<file path="src/verilog/qed_pkg.sv">
`default_nettype none

package qed_pkg;

  // ----------------------------------------------------------
  // sizes
  // ----------------------------------------------------------
  localparam int unsigned NUM_BANKS      = 4;
  localparam int unsigned BANK_DEPTH     = 16;
  localparam int unsigned OUT_FIFO_DEPTH = 8;

  typedef logic [$clog2(NUM_BANKS)-1:0]  bank_t;
  typedef logic [$clog2(BANK_DEPTH)-1:0] bank_addr_t;

  // a flid is the bank select on top of the entry address
  typedef logic [$bits(bank_t)+$bits(bank_addr_t)-1:0] flid_t;

  typedef logic [31:0] payload_t;
  typedef logic [3:0]  cq_t;

  // one extra bit so that a completely used credit pool still fits
  typedef logic [$clog2(OUT_FIFO_DEPTH):0] credit_cnt_t;

  // ----------------------------------------------------------
  // message fields
  // ----------------------------------------------------------
  typedef enum logic {
    SCH_POP  = 1'b0,
    SCH_READ = 1'b1
  } sch_cmd_t;

  typedef enum logic {
    CLASS_LDB = 1'b0,
    CLASS_DIR = 1'b1
  } sch_class_t;

  typedef enum logic {
    OUT_SCHED  = 1'b0,
    OUT_REPLAY = 1'b1
  } out_cmd_t;

  typedef struct packed {
    flid_t    flid;
    payload_t payload;
  } enq_msg_t;

  typedef struct packed {
    flid_t    flid;
    cq_t      cq;
    sch_cmd_t cmd;
  } sch_msg_t;

  // schedule message tagged with the source it was taken from
  typedef struct packed {
    sch_msg_t   msg;
    sch_class_t sch_class;
  } sch_stage_t;

  typedef struct packed {
    out_cmd_t   cmd;
    sch_class_t sch_class;
    cq_t        cq;
    flid_t      flid;
    payload_t   payload;
  } out_msg_t;

  function automatic bank_t flid_bank(flid_t flid);
    return flid[$bits(flid_t)-1 -: $bits(bank_t)];
  endfunction

  function automatic bank_addr_t flid_addr(flid_t flid);
    return flid[$bits(bank_addr_t)-1:0];
  endfunction

endpackage

`default_nettype wire

</file>
<file path="src/verilog/qed_rx_arb.sv">
`default_nettype none

module qed_rx_arb (
  input  logic                hqm_gated_clk,
  input  logic                hqm_gated_rst_b,
  input  logic                cfg_req_idlepipe,
  input  logic                enq_valid,
  output logic                enq_ready,
  input  qed_pkg::enq_msg_t   enq_data,
  input  logic                ldb_valid,
  output logic                ldb_ready,
  input  qed_pkg::sch_msg_t   ldb_data,
  input  logic                dir_valid,
  output logic                dir_ready,
  input  qed_pkg::sch_msg_t   dir_data,
  input  logic                crd_afull,
  output logic                enq_take,
  output qed_pkg::enq_msg_t   enq_msg,
  output logic                sch_take,
  output qed_pkg::sch_stage_t sch_stage
);

  // set when dir has priority in the schedule arbiter
  logic sch_prio_dir_q;
  // set when the schedule winner has priority over enqueue
  logic job_prio_sch_q;

  logic req_enq;
  logic req_ldb;
  logic req_dir;
  logic sch_win_v;
  logic sch_win_dir;
  logic job_win_sch;
  logic job_win_enq;
  logic coll_ldb;
  logic coll_dir;
  logic take_enq;
  logic take_ldb0;
  logic take_ldb1;
  logic take_ldb2;
  logic take_dir0;
  logic take_dir1;
  logic take_dir2;
  logic take_ldb;
  logic take_dir;

  // ----------------------------------------------------------
  // requests and the two round-robin winners
  // ----------------------------------------------------------
  assign req_enq = enq_valid;
  assign req_ldb = ldb_valid & ~cfg_req_idlepipe & ~crd_afull;
  assign req_dir = dir_valid & ~cfg_req_idlepipe & ~crd_afull;

  assign sch_win_v   = req_ldb | req_dir;
  assign sch_win_dir = req_dir & (~req_ldb | sch_prio_dir_q);
  assign job_win_sch = sch_win_v & (~req_enq | job_prio_sch_q);
  assign job_win_enq = req_enq & ~job_win_sch;

  assign coll_ldb = req_enq & req_ldb &
                    (qed_pkg::flid_bank(enq_data.flid) == qed_pkg::flid_bank(ldb_data.flid));
  assign coll_dir = req_enq & req_dir &
                    (qed_pkg::flid_bank(enq_data.flid) == qed_pkg::flid_bank(dir_data.flid));

  // ----------------------------------------------------------
  // take decisions
  // ----------------------------------------------------------
  // suffix 0 is the job winner, 1 the loser issued alongside it and
  // 2 the other schedule class when the schedule winner collides
  assign take_enq  = job_win_enq | (job_win_sch & req_enq & ~(sch_win_dir ? coll_dir : coll_ldb));
  assign take_ldb0 = job_win_sch & ~sch_win_dir;
  assign take_ldb1 = job_win_enq & sch_win_v & ~sch_win_dir & ~coll_ldb;
  assign take_ldb2 = job_win_enq & sch_win_dir & coll_dir & req_ldb & ~coll_ldb;
  assign take_dir0 = job_win_sch & sch_win_dir;
  assign take_dir1 = job_win_enq & sch_win_dir & ~coll_dir;
  assign take_dir2 = job_win_enq & sch_win_v & ~sch_win_dir & coll_ldb & req_dir & ~coll_dir;

  assign take_ldb = take_ldb0 | take_ldb1 | take_ldb2;
  assign take_dir = take_dir0 | take_dir1 | take_dir2;

  assign enq_ready = take_enq;
  assign ldb_ready = take_ldb;
  assign dir_ready = take_dir;

  assign enq_take = take_enq;
  assign enq_msg  = enq_data;
  assign sch_take = take_ldb | take_dir;

  always_comb begin
    sch_stage.msg       = take_dir ? dir_data : ldb_data;
    sch_stage.sch_class = take_dir ? qed_pkg::CLASS_DIR : qed_pkg::CLASS_LDB;
  end

  // a fallback take leaves both priorities where they were
  always_ff @(posedge hqm_gated_clk or negedge hqm_gated_rst_b) begin
    if (!hqm_gated_rst_b) begin
      sch_prio_dir_q <= 1'b0;
      job_prio_sch_q <= 1'b0;
    end else begin
      if (take_ldb0 | take_ldb1 | take_dir0 | take_dir1) begin
        sch_prio_dir_q <= ~sch_win_dir;
      end
      if (job_win_enq | take_ldb0 | take_dir0) begin
        job_prio_sch_q <= job_win_enq;
      end
    end
  end

  a_one_sch_ready: assert property (@(posedge hqm_gated_clk) disable iff (!hqm_gated_rst_b)
    !(ldb_ready && dir_ready));

  a_no_take_without_credit: assert property (@(posedge hqm_gated_clk)
    disable iff (!hqm_gated_rst_b) !(sch_take && crd_afull));

endmodule

`default_nettype wire

</file>
<file path="src/verilog/qed_bank_store.sv">
`default_nettype none

module qed_bank_store (
  input  logic                hqm_gated_clk,
  input  logic                hqm_gated_rst_b,
  input  logic                enq_take,
  input  qed_pkg::enq_msg_t   enq_msg,
  input  logic                sch_take,
  input  qed_pkg::sch_stage_t sch_stage,
  output logic                push,
  output qed_pkg::out_msg_t   push_data,
  output logic                pipe_idle
);

  logic                p0_enq_v_q;
  qed_pkg::enq_msg_t   p0_enq_q;
  logic                p0_sch_v_q;
  qed_pkg::sch_stage_t p0_sch_q;
  logic                p1_sch_v_q;
  qed_pkg::sch_stage_t p1_sch_q;
  logic                p2_sch_v_q;
  qed_pkg::sch_stage_t p2_sch_q;
  qed_pkg::payload_t   p2_data_q;

  logic [qed_pkg::NUM_BANKS-1:0] bank_we;
  logic [qed_pkg::NUM_BANKS-1:0] bank_re;
  qed_pkg::bank_addr_t           wr_addr;
  qed_pkg::bank_addr_t           rd_addr;
  qed_pkg::payload_t             bank_rdata_q [qed_pkg::NUM_BANKS];

  // ----------------------------------------------------------
  // stage valids
  // ----------------------------------------------------------
  always_ff @(posedge hqm_gated_clk or negedge hqm_gated_rst_b) begin
    if (!hqm_gated_rst_b) begin
      p0_enq_v_q <= 1'b0;
      p0_sch_v_q <= 1'b0;
      p1_sch_v_q <= 1'b0;
      p2_sch_v_q <= 1'b0;
    end else begin
      p0_enq_v_q <= enq_take;
      p0_sch_v_q <= sch_take;
      p1_sch_v_q <= p0_sch_v_q;
      p2_sch_v_q <= p1_sch_v_q;
    end
  end

  always_ff @(posedge hqm_gated_clk) begin
    if (enq_take) begin
      p0_enq_q <= enq_msg;
    end
    if (sch_take) begin
      p0_sch_q <= sch_stage;
    end
    if (p0_sch_v_q) begin
      p1_sch_q <= p0_sch_q;
    end
    // read data comes out of the bank one cycle after the address
    if (p1_sch_v_q) begin
      p2_sch_q  <= p1_sch_q;
      p2_data_q <= bank_rdata_q[qed_pkg::flid_bank(p1_sch_q.msg.flid)];
    end
  end

  // ----------------------------------------------------------
  // storage banks
  // ----------------------------------------------------------
  assign wr_addr = qed_pkg::flid_addr(p0_enq_q.flid);
  assign rd_addr = qed_pkg::flid_addr(p0_sch_q.msg.flid);

  for (genvar b = 0; b < qed_pkg::NUM_BANKS; b++) begin : g_bank
    qed_pkg::payload_t mem_q [qed_pkg::BANK_DEPTH];

    assign bank_we[b] = p0_enq_v_q &
                        (qed_pkg::flid_bank(p0_enq_q.flid) == qed_pkg::bank_t'(b));
    assign bank_re[b] = p0_sch_v_q &
                        (qed_pkg::flid_bank(p0_sch_q.msg.flid) == qed_pkg::bank_t'(b));

    always_ff @(posedge hqm_gated_clk) begin
      if (bank_we[b]) begin
        mem_q[wr_addr] <= p0_enq_q.payload;
      end
      if (bank_re[b]) begin
        bank_rdata_q[b] <= mem_q[rd_addr];
      end
    end
  end

  // ----------------------------------------------------------
  // output message
  // ----------------------------------------------------------
  assign push = p2_sch_v_q;

  always_comb begin
    if (p2_sch_q.msg.cmd == qed_pkg::SCH_READ) begin
      push_data.cmd = qed_pkg::OUT_REPLAY;
    end else begin
      push_data.cmd = qed_pkg::OUT_SCHED;
    end
    push_data.sch_class = p2_sch_q.sch_class;
    push_data.cq        = p2_sch_q.msg.cq;
    push_data.flid      = p2_sch_q.msg.flid;
    push_data.payload   = p2_data_q;
  end

  assign pipe_idle = ~(p0_enq_v_q | p0_sch_v_q | p1_sch_v_q | p2_sch_v_q);

  // the bank check at the input side keeps an enqueue and a schedule
  // that were issued together out of the same bank
  a_no_bank_rw_clash: assert property (@(posedge hqm_gated_clk)
    disable iff (!hqm_gated_rst_b) (bank_we & bank_re) == '0);

endmodule

`default_nettype wire

</file>
<file path="src/verilog/qed_out_fifo.sv">
`default_nettype none

module qed_out_fifo (
  input  logic              hqm_gated_clk,
  input  logic              hqm_gated_rst_b,
  input  logic              push,
  input  qed_pkg::out_msg_t push_data,
  input  logic              sch_take,
  input  logic              pipe_idle,
  input  logic              out_ready,
  output logic              out_valid,
  output qed_pkg::out_msg_t out_data,
  output logic              crd_afull,
  output logic              idle
);

  typedef logic [$clog2(qed_pkg::OUT_FIFO_DEPTH)-1:0] fifo_ptr_t;

  qed_pkg::out_msg_t    fifo_mem [qed_pkg::OUT_FIFO_DEPTH];
  fifo_ptr_t            wr_ptr_q;
  fifo_ptr_t            rd_ptr_q;
  qed_pkg::credit_cnt_t fifo_cnt_q;
  qed_pkg::credit_cnt_t crd_q;
  logic                 fifo_empty;
  logic                 fifo_full;
  logic                 pop;

  // ----------------------------------------------------------
  // FIFO
  // ----------------------------------------------------------
  assign fifo_empty = (fifo_cnt_q == '0);
  assign fifo_full  = (fifo_cnt_q == qed_pkg::credit_cnt_t'(qed_pkg::OUT_FIFO_DEPTH));
  assign pop        = out_valid & out_ready;

  always_ff @(posedge hqm_gated_clk) begin
    if (push) begin
      fifo_mem[wr_ptr_q] <= push_data;
    end
  end

  always_ff @(posedge hqm_gated_clk or negedge hqm_gated_rst_b) begin
    if (!hqm_gated_rst_b) begin
      wr_ptr_q   <= '0;
      rd_ptr_q   <= '0;
      fifo_cnt_q <= '0;
    end else begin
      if (push) begin
        wr_ptr_q <= wr_ptr_q + fifo_ptr_t'(1);
      end
      if (pop) begin
        rd_ptr_q <= rd_ptr_q + fifo_ptr_t'(1);
      end
      if (push && !pop) begin
        fifo_cnt_q <= fifo_cnt_q + qed_pkg::credit_cnt_t'(1);
      end else if (!push && pop) begin
        fifo_cnt_q <= fifo_cnt_q - qed_pkg::credit_cnt_t'(1);
      end
    end
  end

  assign out_valid = ~fifo_empty;
  assign out_data  = fifo_mem[rd_ptr_q];

  // ----------------------------------------------------------
  // credits
  // ----------------------------------------------------------
  // a credit covers a schedule from acceptance until it leaves the FIFO
  always_ff @(posedge hqm_gated_clk or negedge hqm_gated_rst_b) begin
    if (!hqm_gated_rst_b) begin
      crd_q <= '0;
    end else if (sch_take && !pop) begin
      crd_q <= crd_q + qed_pkg::credit_cnt_t'(1);
    end else if (!sch_take && pop) begin
      crd_q <= crd_q - qed_pkg::credit_cnt_t'(1);
    end
  end

  assign crd_afull = (crd_q == qed_pkg::credit_cnt_t'(qed_pkg::OUT_FIFO_DEPTH));
  assign idle      = pipe_idle & fifo_empty & (crd_q == '0);

  a_no_push_when_full: assert property (@(posedge hqm_gated_clk)
    disable iff (!hqm_gated_rst_b) push |-> !fifo_full);

  a_no_crd_underflow: assert property (@(posedge hqm_gated_clk)
    disable iff (!hqm_gated_rst_b) pop |-> (crd_q != '0));

endmodule

`default_nettype wire

</file>
<file path="src/verilog/qed_pipe.sv">
`default_nettype none

module qed_pipe (
  input  logic              hqm_gated_clk,
  input  logic              hqm_gated_rst_b,
  input  logic              cfg_req_idlepipe,
  input  logic              enq_valid,
  output logic              enq_ready,
  input  qed_pkg::enq_msg_t enq_data,
  input  logic              ldb_valid,
  output logic              ldb_ready,
  input  qed_pkg::sch_msg_t ldb_data,
  input  logic              dir_valid,
  output logic              dir_ready,
  input  qed_pkg::sch_msg_t dir_data,
  output logic              out_valid,
  input  logic              out_ready,
  output qed_pkg::out_msg_t out_data,
  output logic              idle
);

  logic                enq_take;
  qed_pkg::enq_msg_t   enq_msg;
  logic                sch_take;
  qed_pkg::sch_stage_t sch_stage;
  logic                crd_afull;
  logic                push;
  qed_pkg::out_msg_t   push_data;
  logic                pipe_idle;

  qed_rx_arb i_rx_arb (
    .hqm_gated_clk    (hqm_gated_clk),
    .hqm_gated_rst_b  (hqm_gated_rst_b),
    .cfg_req_idlepipe (cfg_req_idlepipe),
    .enq_valid        (enq_valid),
    .enq_ready        (enq_ready),
    .enq_data         (enq_data),
    .ldb_valid        (ldb_valid),
    .ldb_ready        (ldb_ready),
    .ldb_data         (ldb_data),
    .dir_valid        (dir_valid),
    .dir_ready        (dir_ready),
    .dir_data         (dir_data),
    .crd_afull        (crd_afull),
    .enq_take         (enq_take),
    .enq_msg          (enq_msg),
    .sch_take         (sch_take),
    .sch_stage        (sch_stage)
  );

  qed_bank_store i_bank_store (
    .hqm_gated_clk   (hqm_gated_clk),
    .hqm_gated_rst_b (hqm_gated_rst_b),
    .enq_take        (enq_take),
    .enq_msg         (enq_msg),
    .sch_take        (sch_take),
    .sch_stage       (sch_stage),
    .push            (push),
    .push_data       (push_data),
    .pipe_idle       (pipe_idle)
  );

  qed_out_fifo i_out_fifo (
    .hqm_gated_clk   (hqm_gated_clk),
    .hqm_gated_rst_b (hqm_gated_rst_b),
    .push            (push),
    .push_data       (push_data),
    .sch_take        (sch_take),
    .pipe_idle       (pipe_idle),
    .out_ready       (out_ready),
    .out_valid       (out_valid),
    .out_data        (out_data),
    .crd_afull       (crd_afull),
    .idle            (idle)
  );

endmodule

`default_nettype wire

</file>
<file path="config.mk">
export PLATFORM = sky130hd
export DESIGN_NAME = qed_pipe
export DESIGN_NICKNAME = d
export VERILOG_FILES = /design/src/verilog/qed_pkg.sv /design/src/verilog/qed_rx_arb.sv /design/src/verilog/qed_bank_store.sv /design/src/verilog/qed_out_fifo.sv /design/src/verilog/qed_pipe.sv
export SDC_FILE = /design/constraint.sdc
export NUM_CORES = 2
export LEC_CHECK = 0
export BUFFER_PORTS_ARGS = -buffer_cell sky130_fd_sc_hd__buf_2
export CELL_PAD_IN_SITES_DETAIL_PLACEMENT = 0
export CELL_PAD_IN_SITES_GLOBAL_PLACEMENT = 2
export CORE_MARGIN = 2
export CORE_UTILIZATION = 50
export CTS_CLUSTER_SIZE = 10
export DETAILED_ROUTE_END_ITERATION = 16
export PLACE_DENSITY_LB_ADDON = 0.1
export SKIP_CTS_REPAIR_TIMING = 1
export SYNTH_ARGS = -nofsm -noshare
export SYNTH_HDL_FRONTEND = slang
export SYNTH_SLANG_ARGS = --single-unit
</file>
<file path="constraint.sdc">
create_clock -name hqm_gated_clk -period 7.7 [get_ports hqm_gated_clk]
set_input_delay 0.77 -clock hqm_gated_clk [delete_from_list [all_inputs] [get_ports hqm_gated_clk]]
set_output_delay 0.77 -clock hqm_gated_clk [all_outputs]
set_load 0.01 [all_outputs]
</file>
## Word level (Yosys, flattened, before mapping)

Memories as Yosys holds them, arrays and structs flattened. A register that Yosys moved wholly into a read port is not among the register bits.
Index checks and enable logic that the tools add are counted.

- Add/sub/neg operators: 6
- Equality and inequality tests: 9
- Muxes and demuxes: 39
- Bitwise operators: 64
- Reduce and logical (&&, ||, !) cells: 16

Operators by type and width:

| cell | number |
|---|---|
| two-way mux 32 bit | 3 |
| OR reduction 32 bit | 3 |
| bitwise AND 1 bit | 37 |
| two-way mux 4 bit | 8 |
| two-way mux 1 bit | 24 |
| OR 1 bit | 16 |
| two-way mux 11 bit | 1 |
| inverter 1 bit | 11 |
| adder 4 x 1 -> 4 bit, second input constant | 2 |
| == test 2 bit, second input constant | 4 |
| zero test 4 bit | 2 |
| subtractor 4 x 1 -> 4 bit, second input constant | 2 |
| adder 3 x 1 -> 3 bit, second input constant | 2 |
| two-way mux 2 bit | 3 |
| == test 2 x 1 -> 1 bit, second input constant | 2 |
| == test 2 bit | 2 |
| == test 4 bit, second input constant | 1 |
| logical AND 1 bit | 4 |
| zero test 2 bit | 2 |
| nonzero test 2 bit | 2 |
| zero test 1 bit | 3 |

- Bits in registers: 94
- Bits in writable memories: 2,528
- Input bits: 67
- Output and inout bits: 49
- Word-level logic and storage cells: 164
- Memories: 6

Memory list:

| name | words | width | read ports | clocked after memory_dff | write ports | RTL line | text |
|---|---|---|---|---|---|---|---|
| i_bank_store.g_bank[0].mem_q | 16 | 32 | 1 | 1 | 1 | qed_bank_store.sv:72 | `qed_pkg::payload_t mem_q [qed_pkg::BANK_DEPTH];` |
| i_bank_store.g_bank[1].mem_q | 16 | 32 | 1 | 1 | 1 | qed_bank_store.sv:72 |  |
| i_bank_store.g_bank[2].mem_q | 16 | 32 | 1 | 1 | 1 | qed_bank_store.sv:72 |  |
| i_bank_store.g_bank[3].mem_q | 16 | 32 | 1 | 1 | 1 | qed_bank_store.sv:72 |  |
| i_out_fifo.fifo_mem | 8 | 44 | 1 | 0 | 1 | qed_out_fifo.sv:19 | `qed_pkg::out_msg_t fifo_mem [qed_pkg::OUT_FIFO_DEPTH];` |
| i_bank_store.bank_rdata_q | 4 | 32 | 1 | 1 | 1 | qed_bank_store.sv:29 | `qed_pkg::payload_t bank_rdata_q [qed_pkg::NUM_BANKS];` |

## Logic depth before layout (Yosys ltp)

- Depth in word-level cells: 18
- Depth in mapped cells: 14
- Depth with buffers taken out: 13

## Cells and area by module

From an unflattened synthesis, not the netlist that was laid out.

- Cell total of the unflattened synthesis: 4,035
- Area, all modules: 100,361.3 um2

By module, submodules not included:

| module | instances | cells an instance | area each (um2) | sequential area each (um2) |
|---|---|---|---|---|
| qed_bank_store | 1 | 3,356 | 85,560.8 | 68,705.9 |
| qed_out_fifo | 1 | 599 | 14,108.5 | 10,920.5 |
| qed_rx_arb | 1 | 80 | 691.9 | 50.0 |

## Least setup slack after synthesis

OpenSTA, ideal clock, no wires.

- Path kind: input-to-output
- From: input cfg_req_idlepipe
- To: output enq_ready
- Arrival: 3,448 ps
- Required time: 6,930 ps
- Setup slack: 3,482 ps
- Stages on the path: 4
- Buffers on the path: 0
- Path through: nor3b_2 > nand2b_1 > o21ai_0 > a31oi_1

- Word-level cells in the longest chain between the ends: 10
- Elaborated cells on any way between the ends: 21
- Those cells by class: mux: 1; bitwise: 20

Ends and longest elaborated chain:

| element | RTL line | text |
|---|---|---|
| from (decl) | qed_pipe.sv:6 | `input logic cfg_req_idlepipe,` |
| inverter 1 bit (*) | qed_rx_arb.sv:51, qed_rx_arb.sv:52 |  |
| bitwise AND 1 bit (2 in a row) | qed_rx_arb.sv:51 | `assign req_ldb = ldb_valid & ~cfg_req_idlepipe & ~crd_afull;` |
| inverter 1 bit | qed_rx_arb.sv:55 | `assign sch_win_dir = req_dir & (~req_ldb \| sch_prio_dir_q);` |
| OR 1 bit | qed_rx_arb.sv:55 |  |
| bitwise AND 1 bit | qed_rx_arb.sv:55 |  |
| two-way mux 1 bit | qed_rx_arb.sv:69 | `assign take_enq = job_win_enq \| (job_win_sch & req_enq & ~(sch_win_dir ? coll_dir : coll_ldb));` |
| inverter 1 bit | qed_rx_arb.sv:69 |  |
| bitwise AND 1 bit | qed_rx_arb.sv:69 |  |
| OR 1 bit (*) | qed_rx_arb.sv:69 |  |
| to (decl) | qed_pipe.sv:8 | `output logic enq_ready,` |

Mark *: on every way between the ends. The rest lies on a longest branch, timed or not.

==> impl_metrics.yaml <==
status:
  status: "complete, no violations"
sta:
  setup_ws_ns: 3.47
  hold_viol_final: 0
  worst_pin_slew_ns: 1.23
  skew_ns: 0.0479
  drv_slew: 0
  fmax_mhz: 236
  totalNegativeSetupSlack_ns: 0
  finalCritPeriodShare_pct: 55.0
  rsz0062_at_grt: "no"
  fin_crit_ns: 4.23
  relSlewSlack_pct: 17.9
  setup-violations-final: 0
critical_path:
  path_cells: "buf_4 > mux4_2 > mux2_2 > buf_2"
  worst-path-buf-inv: 2
  crit_fanout: 37
  cp_top_family: "multiplexers"
  slowest_delay_ns: 0.74
  crit_required_ns: 6.93
  end_kind: "output port"
  cp.arrival_ns: 3.46
  slowest_stage: "dfrtp_4"
  path_class: "register to output port"
  startpoint_type: "register"
  path_depth: 4
  r2r_cells: 13
power:
  peakVddDrop_uv: 246
  p_leak_nw: 35.0
  power_per_cell_area_mw_per_mm2: 310
global_routing:
  grt_pass1_wl_microns: 342000
  antenna_found_initial: 32
  grt_pass1_vias: 44800
  gr-total-overflow: 0
  grt_max_degree: 128
  grt_usage_pct: 24.4
logic_synthesis:
  muxShareOfSynthArea_pct: 17.7
  synth_top_family_by_area: "multiplexers"
  yosys.area_share.adder_pct: 0.141
  synth_edf_count: 2634
  syn_area_sq_mm: 0.0996
  synth-simple-area-share_pct: 0.693
  synth-compound-area-share_pct: 0.323
  yosys.area.top_type_share_pct: 79.4
  synth_cell_types: 40
  synthXorXnorAreaFrac_pct: 0.141
  yosys_register_bits: 2658
  ys_seq_area_share_pct: 80.0
  synthTopCellsByArea: "edfxtp_1 79%, mux4_2 17%, mux2_2 0.76%, dfrtp_1 0.50%, nor2_1 0.29%"
  ys.flop_type: "edfxtp_1"
  postSynth.asyncResetShare_pct: 0.752
  yosysTopAreaCell: "edfxtp_1"
  synth_cells: 3896
  synth_warnings: 0
  synth.net_count: 3973
  syn_avg_cell_area_sq_um: 25.6
clock_tree:
  numClockSinks: 2658
  path_clk_slew_ns: 0.06
  clockRootBuffer: "clkbuf_16"
  cts_tree: "done"
  cts_max_path_buffers: 4
  numCtsBuffers: 318
  clk_latency_ns: 0.94
  h-tree-depth: 5
job:
  drv_cap: 0
floorplanning:
  ioPinCount: 116
  core-area_sq_mm: 0.198
  rows: 163
  initial_utilization_pct: 50.4
  dieHeight_microns: 450
  die_w_microns: 450
  die_area_sq_mm: 0.203
cells_and_area:
  final_nets: 4390
  final_common_cell: "edfxtp_1"
  nFillCells: 14200
  drive_gt1_share_pct: 34.0
  area_growth_pct: 13.5
  layout_common_cells: "2634 x edfxtp_1, 743 x mux4_2, 326 x clkbuf_16"
place:
  portBuffers: 115
  place_ws_ns: 3.89
  gp_congestion: 0.752
  hpwl_microns: 122000
detailed_routing:
  final_antenna_net_count: 0
  detail_route.wl_per_cell_microns: 34.9
  drt-initial-drc-count: 4549
  vias: 43100
  vias_per_cell: 6.15
  dr.pass1.iters: 5
  drcViolationCount: 0
  drt-total-wl_microns: 245000
min_path:
  min_path_cells: 1
  min_path_type: "input pin to register"
==> metrics by stage <==
step | hold WS [ns] | area, sq um | power (mW) | cells | util (%)
after floorplan | 0.400 | 99600 | 21.0 | 3896 | -
after global placement | 0.405 | 104000 | 22.6 | 6603 | 52.8
after detailed placement | 0.405 | 104000 | 22.7 | 6603 | 52.8
after CTS | -0.208 | 113000 | 35.4 | 6977 | 57.0
after global routing | 0.00663 | 113000 | 36.2 | 7009 | 57.2
final | 0.0431 | 113000 | 35.0 | 7013 | 57.2
==> metal layers <==
layer  wire length, microns  global-route usage, %  up-vias
met1                 100000                   33.8    23700
li1                       -                      -    17600
met5                    203                  0.545        -
met4                   7690                   8.04       12
met3                  19500                   6.31      354
met2                 117000                   38.1     1457
==> power by group <==
part	switching [mW]	internal (mW)	total, mW
clock	5.23	7.52	12.7
combinational	2.57	2.52	5.09
sequential	0.500	16.7	17.2
total	8.30	26.7	35.0
==> final timing paths <==
path	from	endpoint	slack (ns)
min in group asynchronous	hqm_gated_rst_b	i_bank_store.p0_enq_v_q	0.38
min	enq_data[8]	i_bank_store.p0_enq_q[8]	0.04
min reg2reg	i_bank_store.p0_sch_q[4]	i_bank_store.p1_sch_q[4]	0.42
max in group asynchronous	hqm_gated_rst_b	i_out_fifo.rd_ptr_q[1]	6.86
max reg2reg	i_out_fifo.crd_q[0]	i_out_fifo.crd_q[3]	4.34
max	i_out_fifo.rd_ptr_q[0]	out_data[12]	3.47
==> cell type report <==
class / instances / area, sq um / area share, %
well taps: 2640 / 3300 / 2.92
clock buffers: 367 / 8310 / 7.36
diodes: 6 / 15.0 / 0.0133
flip-flops and latches: 2658 / 79700 / 70.5
multi-input cells: 1048 / 19500 / 17.3
repair buffers: 283 / 2050 / 1.81
inverters: 4 / 15.0 / 0.0133
clock inverters: 7 / 80.1 / 0.0709
==> registers in the layout, indices dropped and copies added (netlist names), 4 cells and up, named ones only <==
| register | flops |
|---|---|
| i_bank_store.g_bank.mem_q | 2048 |
| i_out_fifo.fifo_mem | 352 |
| i_bank_store.bank_rdata_q | 128 |
| i_bank_store.p0_enq_q | 38 |
| i_bank_store.p2_data_q | 32 |
| i_bank_store.p0_sch_q | 12 |
| i_bank_store.p1_sch_q | 12 |
| i_bank_store.push_data | 11 |
| i_out_fifo.crd_q | 4 |
| i_out_fifo.fifo_cnt_q | 4 |
==> synth_stat cells, types with 4 or more instances <==
master,number
edfxtp_1,2634
mux4_2,743
nor2_1,76
clkbuf_1,73
mux2_2,67
buf_2,48
buf_4,36
nor2b_1,22
buf_1,20
dfrtp_1,20
a21oi_1,19
nand2_1,18
a211oi_1,17
mux2i_1,17
xnor2_1,13
buf_6,9
nand3_1,9
ha_1,8
nand2b_1,5
dfxtp_1,4
inv_1,4
o21ai_0,4
==> kinds of logic (layout without fill, tap and decap cells) <==
kind of cell / after synthesis / count (layout)
AOI/OAI and AO/OA: 48 / 48
adders and majority gates: 10 / 10
other: 0 / 6
and+or+nand+nor: 147 / 147
DFF: 2658 / 2658
muxes: 827 / 827
buffers and inverters: 190 / 661
xor gates and xnor gates: 16 / 16
No activity file was read; power rests on OpenSTA's default activity.
